--- src/verilog/group_noc_pkg.sv ---
// ##########################################################
// Group network package: shared field widths, request and
// flit structs, and the router direction encoding
// ##########################################################

package group_noc_pkg;

  localparam int unsigned GroupCoordWidth = 2;
  localparam int unsigned TileAddrWidth   = 8;  // Bank row plus bank bits
  localparam int unsigned DataWidth       = 32;
  localparam int unsigned MaxTiles        = 16;

  localparam int unsigned TileIdWidth    = $clog2(MaxTiles);
  localparam int unsigned GroupAddrWidth = TileAddrWidth + TileIdWidth;
  localparam int unsigned CoreIdWidth    = 4;
  localparam int unsigned BeWidth        = DataWidth / 8;
  localparam int unsigned NumDirections  = 5;

  // Position of a group in the 4x4 mesh
  typedef struct packed {
    logic [GroupCoordWidth-1:0] x;
    logic [GroupCoordWidth-1:0] y;
  } group_xy_id_t;

  typedef logic [TileIdWidth-1:0] tile_id_t;

  // Master request from a tile remote port
  typedef struct packed {
    logic                      wen;
    logic [BeWidth-1:0]        be;
    logic [DataWidth-1:0]      data;
    group_xy_id_t              tgt_group;
    logic [GroupAddrWidth-1:0] tgt_addr;  // Tile index above the local address
    logic [CoreIdWidth-1:0]    core_id;
  } tcdm_req_t;

  typedef struct packed {
    group_xy_id_t              src_id;
    group_xy_id_t              dst_id;
    tile_id_t                  src_tile_id;
    logic [CoreIdWidth-1:0]    core_id;
    logic [GroupAddrWidth-1:0] tgt_addr;
    logic                      last;
  } floo_req_hdr_t;

  typedef struct packed {
    logic                 wen;
    logic [BeWidth-1:0]   be;
    logic [DataWidth-1:0] data;
  } floo_req_payload_t;

  typedef struct packed {
    floo_req_hdr_t     hdr;
    floo_req_payload_t payload;
  } floo_req_t;

  // Request as seen by the target tile
  typedef struct packed {
    logic                     wen;
    logic [BeWidth-1:0]       be;
    logic [DataWidth-1:0]     data;
    logic [TileAddrWidth-1:0] tgt_addr;
    tile_id_t                 ini_addr;
    group_xy_id_t             src_group_id;
    logic [CoreIdWidth-1:0]   core_id;
  } tcdm_slave_req_t;

  typedef enum logic [2:0] {
    Local = 3'd0,
    North = 3'd1,
    East  = 3'd2,
    South = 3'd3,
    West  = 3'd4
  } route_dir_e;

endpackage

--- src/verilog/tcdm_req_packer.sv ---
// ##########################################################
// Request packer: registers a tile request and builds the
// network flit header from the tile and group position
// ##########################################################
`timescale 1ns/1ns

module tcdm_req_packer
  import group_noc_pkg::*;
(
  input  logic         clk_i,
  input  logic         rst_n_i,
  input  group_xy_id_t own_xy_i,
  input  tile_id_t     tile_idx_i,
  input  tcdm_req_t    req_i,
  input  logic         req_valid_i,
  output logic         req_ready_o,
  output floo_req_t    flit_o,
  output logic         flit_valid_o,
  input  logic         flit_ready_i
);

  floo_req_t flit_d;
  floo_req_t flit_q;
  logic      flit_valid_q;
  logic      load;

  // Slot is free when empty or draining this cycle
  assign req_ready_o = !flit_valid_q || flit_ready_i;
  assign load        = req_valid_i && req_ready_o;

  always_comb begin
    flit_d.hdr.src_id      = own_xy_i;
    flit_d.hdr.dst_id      = req_i.tgt_group;
    flit_d.hdr.src_tile_id = tile_idx_i;
    flit_d.hdr.core_id     = req_i.core_id;
    flit_d.hdr.tgt_addr    = req_i.tgt_addr;
    flit_d.hdr.last        = 1'b1;  // No bursts
    flit_d.payload.wen     = req_i.wen;
    flit_d.payload.be      = req_i.be;
    flit_d.payload.data    = req_i.data;
  end

  always_ff @(posedge clk_i or negedge rst_n_i) begin
    if (!rst_n_i) begin
      flit_valid_q <= 1'b0;
    end else if (load) begin
      flit_valid_q <= 1'b1;
    end else if (flit_ready_i) begin
      flit_valid_q <= 1'b0;
    end
  end

  always_ff @(posedge clk_i) begin
    if (load) begin
      flit_q <= flit_d;
    end
  end

  assign flit_o       = flit_q;
  assign flit_valid_o = flit_valid_q;

endmodule

--- src/verilog/flit_fifo.sv ---
// ##########################################################
// Flit FIFO: circular valid/ready buffer in front of the
// route selection of one tile
// ##########################################################
`timescale 1ns/1ns

module flit_fifo
  import group_noc_pkg::*;
#(
  parameter int unsigned FifoDepth = 2
) (
  input  logic      clk_i,
  input  logic      rst_n_i,
  input  floo_req_t in_i,
  input  logic      in_valid_i,
  output logic      in_ready_o,
  output floo_req_t out_o,
  output logic      out_valid_o,
  input  logic      out_ready_i
);

  localparam int unsigned PtrWidth = (FifoDepth > 1) ? $clog2(FifoDepth) : 1;
  localparam int unsigned CntWidth = $clog2(FifoDepth + 1);

  floo_req_t           mem_q [FifoDepth];
  logic [PtrWidth-1:0] wr_ptr_q;
  logic [PtrWidth-1:0] rd_ptr_q;
  logic [CntWidth-1:0] count_q;
  logic                push;
  logic                pop;

  // Pointer step with wrap for depths that are not a power of two
  function automatic logic [PtrWidth-1:0] ptr_inc(logic [PtrWidth-1:0] ptr);
    return (ptr == PtrWidth'(FifoDepth - 1)) ? '0 : ptr + 1'b1;
  endfunction

  assign in_ready_o  = (count_q != CntWidth'(FifoDepth));
  assign out_valid_o = (count_q != '0);
  assign out_o       = mem_q[rd_ptr_q];

  assign push = in_valid_i && in_ready_o;
  assign pop  = out_valid_o && out_ready_i;

  always_ff @(posedge clk_i) begin
    if (push) begin
      mem_q[wr_ptr_q] <= in_i;
    end
  end

  always_ff @(posedge clk_i or negedge rst_n_i) begin
    if (!rst_n_i) begin
      wr_ptr_q <= '0;
      rd_ptr_q <= '0;
      count_q  <= '0;
    end else begin
      if (push) wr_ptr_q <= ptr_inc(wr_ptr_q);
      if (pop)  rd_ptr_q <= ptr_inc(rd_ptr_q);
      case ({push, pop})
        2'b10:   count_q <= count_q + 1'b1;
        2'b01:   count_q <= count_q - 1'b1;
        default: count_q <= count_q;  // Idle or simultaneous push and pop
      endcase
    end
  end

endmodule

--- src/verilog/xy_route_sel.sv ---
// ##########################################################
// XY route selection: picks a mesh direction or local
// delivery and steers the valid/ready handshake
// ##########################################################
`timescale 1ns/1ns

module xy_route_sel
  import group_noc_pkg::*;
(
  input  group_xy_id_t             own_xy_i,
  input  floo_req_t                flit_i,
  input  logic                     flit_valid_i,
  output logic                     flit_ready_o,
  output logic [NumDirections-1:0] out_valid_o,
  input  logic [NumDirections-1:0] out_ready_i
);

  route_dir_e dir;

  // X first, then Y
  always_comb begin
    if (flit_i.hdr.dst_id.x > own_xy_i.x) begin
      dir = East;
    end else if (flit_i.hdr.dst_id.x < own_xy_i.x) begin
      dir = West;
    end else if (flit_i.hdr.dst_id.y > own_xy_i.y) begin
      dir = North;
    end else if (flit_i.hdr.dst_id.y < own_xy_i.y) begin
      dir = South;
    end else begin
      dir = Local;  // Target is this group
    end
  end

  // One-hot valid on the chosen port only
  always_comb begin
    out_valid_o      = '0;
    out_valid_o[dir] = flit_valid_i;
  end

  assign flit_ready_o = out_ready_i[dir];

endmodule

--- src/verilog/tile_req_xbar.sv ---
// ##########################################################
// Local request crossbar: round-robin grant per target tile
// and unpacking of the winning flit into a slave request
// ##########################################################
`timescale 1ns/1ns

module tile_req_xbar
  import group_noc_pkg::*;
#(
  parameter int unsigned NumTiles = 4
) (
  input  logic                           clk_i,
  input  logic                           rst_n_i,
  input  floo_req_t       [NumTiles-1:0] flit_i,
  input  logic            [NumTiles-1:0] flit_valid_i,
  output logic            [NumTiles-1:0] flit_ready_o,
  output tcdm_slave_req_t [NumTiles-1:0] slv_req_o,
  output logic            [NumTiles-1:0] slv_valid_o,
  input  logic            [NumTiles-1:0] slv_ready_i
);

  localparam int unsigned SelWidth = (NumTiles > 1) ? $clog2(NumTiles) : 1;

  typedef logic [SelWidth-1:0] sel_t;

  sel_t [NumTiles-1:0]               tgt_sel;
  logic [NumTiles-1:0][NumTiles-1:0] gnt;  // [target][source]

  // Tile index sits right above the tile-local address
  for (genvar s = 0; s < NumTiles; s++) begin : gen_sel
    assign tgt_sel[s] = flit_i[s].hdr.tgt_addr[TileAddrWidth +: SelWidth];
  end

  for (genvar t = 0; t < NumTiles; t++) begin : gen_target
    logic [NumTiles-1:0] req;
    sel_t                win_idx;
    sel_t                rr_q;
    sel_t                lock_idx_q;
    logic                lock_q;
    floo_req_t           win_flit;

    for (genvar s = 0; s < NumTiles; s++) begin : gen_req
      assign req[s] = flit_valid_i[s] && (tgt_sel[s] == sel_t'(t));
      assign gnt[t][s] = req[s] && (win_idx == sel_t'(s));
    end

    // Nearest requester at or after the pointer wins
    always_comb begin
      sel_t cand;
      win_idx = rr_q;
      for (int k = NumTiles - 1; k >= 0; k--) begin
        cand = sel_t'((int'(rr_q) + k) % NumTiles);
        if (req[cand]) win_idx = cand;
      end
      if (lock_q) win_idx = lock_idx_q;  // Hold grant while stalled
    end

    assign win_flit       = flit_i[win_idx];
    assign slv_valid_o[t] = |req;

    always_comb begin
      slv_req_o[t].wen          = win_flit.payload.wen;
      slv_req_o[t].be           = win_flit.payload.be;
      slv_req_o[t].data         = win_flit.payload.data;
      slv_req_o[t].tgt_addr     = win_flit.hdr.tgt_addr[TileAddrWidth-1:0];
      slv_req_o[t].ini_addr     = win_flit.hdr.src_tile_id;
      slv_req_o[t].src_group_id = win_flit.hdr.src_id;
      slv_req_o[t].core_id      = win_flit.hdr.core_id;
    end

    always_ff @(posedge clk_i or negedge rst_n_i) begin
      if (!rst_n_i) begin
        rr_q       <= '0;
        lock_q     <= 1'b0;
        lock_idx_q <= '0;
      end else begin
        lock_q     <= slv_valid_o[t] && !slv_ready_i[t];
        lock_idx_q <= win_idx;
        if (slv_valid_o[t] && slv_ready_i[t]) begin
          // Winner drops to lowest priority
          rr_q <= (win_idx == sel_t'(NumTiles - 1)) ? '0 : win_idx + 1'b1;
        end
      end
    end
  end

  always_comb begin
    flit_ready_o = '0;
    for (int s = 0; s < NumTiles; s++) begin
      for (int t = 0; t < NumTiles; t++) begin
        if (gnt[t][s] && slv_ready_i[t]) flit_ready_o[s] = 1'b1;
      end
    end
  end

endmodule

--- src/verilog/group_req_router.sv ---
// ##########################################################
// Group request router: per tile packer, FIFO and XY route
// selection, plus the shared local tile crossbar
// ##########################################################
`timescale 1ns/1ns

module group_req_router
  import group_noc_pkg::*;
#(
  parameter int unsigned NumTiles  = 4,
  parameter int unsigned FifoDepth = 2
) (
  input  logic                                   clk_i,
  input  logic                                   rst_n_i,
  input  group_xy_id_t                           group_id_i,
  // Tile master requests
  input  tcdm_req_t       [NumTiles-1:0]         mst_req_i,
  input  logic            [NumTiles-1:0]         mst_valid_i,
  output logic            [NumTiles-1:0]         mst_ready_o,
  // Mesh outputs
  output floo_req_t       [West:North][NumTiles-1:0] floo_req_o,
  output logic            [West:North][NumTiles-1:0] floo_valid_o,
  input  logic            [West:North][NumTiles-1:0] floo_ready_i,
  // Local slave requests
  output tcdm_slave_req_t [NumTiles-1:0]         slv_req_o,
  output logic            [NumTiles-1:0]         slv_valid_o,
  input  logic            [NumTiles-1:0]         slv_ready_i
);

  floo_req_t [NumTiles-1:0] pack_flit;
  logic      [NumTiles-1:0] pack_valid;
  logic      [NumTiles-1:0] pack_ready;
  floo_req_t [NumTiles-1:0] fifo_flit;
  logic      [NumTiles-1:0] fifo_valid;
  logic      [NumTiles-1:0] fifo_ready;
  logic      [NumTiles-1:0][NumDirections-1:0] dir_valid;
  logic      [NumTiles-1:0][NumDirections-1:0] dir_ready;
  logic      [NumTiles-1:0] local_valid;
  logic      [NumTiles-1:0] local_ready;

  for (genvar i = 0; i < NumTiles; i++) begin : gen_tile
    tcdm_req_packer i_packer (
      .clk_i        (clk_i            ),
      .rst_n_i      (rst_n_i          ),
      .own_xy_i     (group_id_i       ),
      .tile_idx_i   (tile_id_t'(i)    ),
      .req_i        (mst_req_i[i]     ),
      .req_valid_i  (mst_valid_i[i]   ),
      .req_ready_o  (mst_ready_o[i]   ),
      .flit_o       (pack_flit[i]     ),
      .flit_valid_o (pack_valid[i]    ),
      .flit_ready_i (pack_ready[i]    )
    );

    flit_fifo #(
      .FifoDepth (FifoDepth)
    ) i_fifo (
      .clk_i       (clk_i         ),
      .rst_n_i     (rst_n_i       ),
      .in_i        (pack_flit[i]  ),
      .in_valid_i  (pack_valid[i] ),
      .in_ready_o  (pack_ready[i] ),
      .out_o       (fifo_flit[i]  ),
      .out_valid_o (fifo_valid[i] ),
      .out_ready_i (fifo_ready[i] )
    );

    xy_route_sel i_route_sel (
      .own_xy_i     (group_id_i    ),
      .flit_i       (fifo_flit[i]  ),
      .flit_valid_i (fifo_valid[i] ),
      .flit_ready_o (fifo_ready[i] ),
      .out_valid_o  (dir_valid[i]  ),
      .out_ready_i  (dir_ready[i]  )
    );

    assign local_valid[i]      = dir_valid[i][Local];
    assign dir_ready[i][Local] = local_ready[i];

    // Same flit fans out to every mesh port
    for (genvar d = int'(North); d <= int'(West); d++) begin : gen_dir
      assign floo_req_o[d][i]   = fifo_flit[i];
      assign floo_valid_o[d][i] = dir_valid[i][d];
      assign dir_ready[i][d]    = floo_ready_i[d][i];
    end
  end

  tile_req_xbar #(
    .NumTiles (NumTiles)
  ) i_xbar (
    .clk_i        (clk_i       ),
    .rst_n_i      (rst_n_i     ),
    .flit_i       (fifo_flit   ),
    .flit_valid_i (local_valid ),
    .flit_ready_o (local_ready ),
    .slv_req_o    (slv_req_o   ),
    .slv_valid_o  (slv_valid_o ),
    .slv_ready_i  (slv_ready_i )
  );

endmodule

--- config.mk ---
export PLATFORM = sky130hd
export DESIGN_NAME = group_req_router
export DESIGN_NICKNAME = d
export VERILOG_FILES = /design/src/verilog/group_noc_pkg.sv /design/src/verilog/tcdm_req_packer.sv /design/src/verilog/flit_fifo.sv /design/src/verilog/xy_route_sel.sv /design/src/verilog/tile_req_xbar.sv /design/src/verilog/group_req_router.sv
export SDC_FILE = /design/constraint.sdc
export NUM_CORES = 1
export LEC_CHECK = 0
export BUFFER_PORTS_ARGS = -buffer_cell sky130_fd_sc_hd__buf_2
export CORE_AREA = 5 5 599 601
export DETAILED_ROUTE_END_ITERATION = 16
export DIE_AREA = 0 0 604 606
export GPL_TIMING_DRIVEN = 0
export HOLD_SLACK_MARGIN = 0.03
export MAX_ROUTING_LAYER = met4
export SLEW_MARGIN = 15
export SYNTH_ARGS = -nofsm -noshare
export SYNTH_HDL_FRONTEND = slang
export SYNTH_HIERARCHICAL = 1
export SYNTH_SLANG_ARGS = --single-unit
--- constraint.sdc ---
create_clock -name clk_i -period 12.7 [get_ports clk_i]
set_input_delay 2.54 -clock clk_i [delete_from_list [all_inputs] [get_ports clk_i]]
set_output_delay 2.54 -clock clk_i [all_outputs]
set_load 0.02 [all_outputs]
==> flow_metrics.py <==
metrics = {
    "sta": {
        "worst_pin_slew_ns": 1.18,
        "slew_violations": 0,
        "relSlewSlack_pct": 21.4,
        "finalCritPeriodShare_pct": 79.3,
        "rsz0062_at_grt": "no",
        "final-hold-violation-count": 0,
        "fmax_ghz": 0.0993,
        "setup_viol": 0,
        "tns_ns": 0,
        "fin_crit_ns": 10.07,
        "clock_skew_ns": 0.0784,
        "layout_setup_ws_ns": 2.63,
    },
    "grt": {
        "grt_max_degree": 66,
        "overflow": 0,
        "grt.total_usage_pct": 16.4,
        "antenna_found_initial": 37,
        "grt_pass1_wl_um": 373000,
        "grt_pass1_vias": 31796,
    },
    "status": {
        "status": "finished, final reports clean",
    },
    "cts": {
        "postCtsHoldBufs": 0,
        "insertion_delay_ns": 0.82,
        "postCtsSetupRepairBufs": 0,
        "htreeDepth": 3,
        "cts.path.max_buffers": 4,
        "cts-resized-gates": 0,
        "clk_pin_slew_ns": 0.07,
        "cts_buffers": 96,
        "cts_tree": "yes",
        "cts.sinks": 828,
        "cts_root_buf": "clkbuf_16",
    },
    "route": {
        "via_per_inst": 3.47,
        "drt-total-wl_um": 309000,
        "first_iter_violations": 2753,
        "post_drt_wl_per_cell_um": 31.7,
        "antenna_left": 0,
        "firstDrtPassIters": 6,
        "route.detailed.drc": 0,
        "num_vias": 33852,
    },
    "floorplanning": {
        "start_util_pct": 12.8,
        "fp.coreArea_um2": 352000,
        "io_pins": 1566,
        "die_area_um2": 366000,
        "rows": 218,
        "die_y_um": 606,
        "die_w_um": 604,
    },
    "yosys": {
        "ys_seq_area_share_pct": 54.8,
        "netlist.area_leader.share_pct": 52.6,
        "synth_seq_cells": 828,
        "netlist_instances": 3225,
        "synth_top_cells_by_area": "edfxtp_1 (53%), buf_4 (14%), mux2i_1 (12%)",
        "netlist_area_um2": 45000,
        "post-synth-top-area-cell": "edfxtp_1",
        "synth_edf_count": 788,
        "yosysUniqueCellTypes": 79,
        "yosys_warnings": 6,
        "synth.avg_cell_area_um2": 14.0,
        "async_flop_share_pct": 4.83,
        "synth_top_flop_cell": "edfxtp_1",
    },
    "run": {
        "maxCapViolations": 0,
    },
    "finish": {
        "drive_above_1_share_pct": 60.1,
        "final_nets": 5210,
        "syn2layout_area_growth_pct": 38.8,
        "final_cell_mix": "buf_2 (1616), buf_4 (814), edfxtp_1 (788)",
        "final_common_cell": "buf_2",
    },
    "placed_design": {
        "place_ws_ns": 2.51,
        "port_buffers": 1564,
        "gp_congestion": 0.853,
        "hpwlAfterDp_um": 252000,
    },
    "worst_setup_path": {
        "crit_path_max_incr_delay_ns": 0.53,
        "cp-end-kind": "primary output",
        "start_kind": "primary input",
        "path_cells": "buf_2 > inv_1 > ha_1 > nand2_1 > a311oi_1 > nor3_2 > buf_4 > and3b_1 > clkbuf_1 > o22ai_1 > a21oi_1 > a32oi_1 > buf_2 > buf_4 > buf_4 > mux2i_1 > mux2i_1 > buf_2",
        "cp_max_fo": 11,
        "slowest_stage": "a311oi_1",
        "crit_type": "in2out",
        "cp_data_arrival_time_ns": 7.53,
        "cp.required_ns": 10.16,
    },
    "min_path": {
        "min_path_type": "reg2reg",
    },
}
[worst paths after layout]
kind | start | to | slack (ns) | depth (start not counted)
max | group_id_i[3] | slv_req_o[147] | 2.63 | 18
min | gen_tile[0].i_packer/flit_o[3] | gen_tile[0].i_fifo/mem_q[0][3] | 0.43 | 0
max reg2reg | gen_tile[2].i_fifo/rd_ptr_q | gen_tile[3].i_fifo/count_q[1] | 5.86 | 23
min reg2reg | gen_tile[0].i_packer/flit_o[3] | gen_tile[0].i_fifo/mem_q[0][3] | 0.43 | 0
max in group asynchronous | rst_n_i | gen_tile[1].i_fifo/rd_ptr_q | 10.58 | 2
min in group asynchronous | rst_n_i | gen_tile[2].i_packer/flit_valid_o | 1.59 | 1
[worst max-delay path: cells and delay by family]
kind | cells | cell delay (ns)
AO/OA/AOI/OAI | 4 | 0.99
buffers and inverters | 8 | 2.53
AND/OR/NAND/NOR | 3 | 0.38
adder cells (fa/ha/maj) | 1 | 0.34
multiplexers | 2 | 0.65
[synthesized netlist by cell type, drive strengths merged (4+ instances only)]
master,number
inv,42
edfxtp,788
or4,5
nor2,29
mux2,322
ha,24
mux2i,526
nand4,9
xor2,8
nor3,7
a221oi,55
and3b,4
or2,5
a21oi,121
a311oi,4
o21ai,9
and3,12
conb,6
dfrtp,40
nand2,79
o21bai,4
a31oi,6
nor3b,5
a21o,4
clkbuf,44
nor2b,5
buf,897
and2,17
nand3b,5
xnor2,12
nand3,11
o2bb2ai,53
o221ai,5
nand2b,20
[state kept, by name, summed over array words and instances, names as in the netlist]
name                            flops
i_xbar/gen_target.lock_q            4
gen_tile.i_fifo/count_q             8
i_xbar/gen_target.lock_idx_q        8
gen_tile.i_packer/flit_valid_o      4
gen_tile.i_fifo/wr_ptr_q            4
i_xbar/gen_target.rr_q              8
gen_tile.i_fifo/rd_ptr_q            4
gen_tile.i_fifo/mem_q             528
gen_tile.i_packer/flit_o          260
[logic make-up after synthesis]
group	count (synthesis)	synth area share (%)
buf+inv	983	15.7
mux	849	20.8
flops	828	54.8
compound gates	291	4.73
simple gates	224	2.81
fa+ha+maj	24	0.667
xor+xnor	20	0.389
other cells	6	0.0500
[metrics by stage]
| stage | instance area [µm²] | util, % | hold slack [ns] | std cells |
|---|---|---|---|---|
| 2_1_floorplan | 45100 | - | 0.421 | 3239 |
| 3_3_place_gp | 58800 | 16.7 | 0.422 | 9533 |
| 3_5_place_dp | 59400 | 16.9 | 0.429 | 9559 |
| 4_1_cts | 62400 | 17.7 | 0.437 | 9730 |
| 5_1_grt | 62400 | 17.7 | 0.445 | 9733 |
| 6_report | 62500 | 17.7 | 0.432 | 9752 |
[per-layer routing]
| layer | up-vias | track usage [%] | part of all wire (%) |
|---|---|---|---|
| met5 | - | - | 0 |
| met1 | 17309 | 18.4 | 38 |
| met3 | 288 | 3.26 | 6.8 |
| met4 | 0 | 5.13 | 3.8 |
| met2 | 1645 | 29.2 | 52 |
| li1 | 14610 | - | - |
[final cells by class]
class | instances | area (µm²)
Inverter | 42 | 160
Timing Repair Buffer | 1591 | 8400
Fill cell | 38656 | 290000
Tap cell | 4730 | 5920
Antenna cell | 21 | 52.6
Buffer | 941 | 6930
Clock inverter | 48 | 450
Multi-Input combinational cell | 1428 | 13400
Sequential cell | 828 | 24700
Clock buffer | 123 | 2510
Power is left out: the tool's default activity adds up to more than one toggle a clock period on the data nets, which glitch-free logic cannot reach.
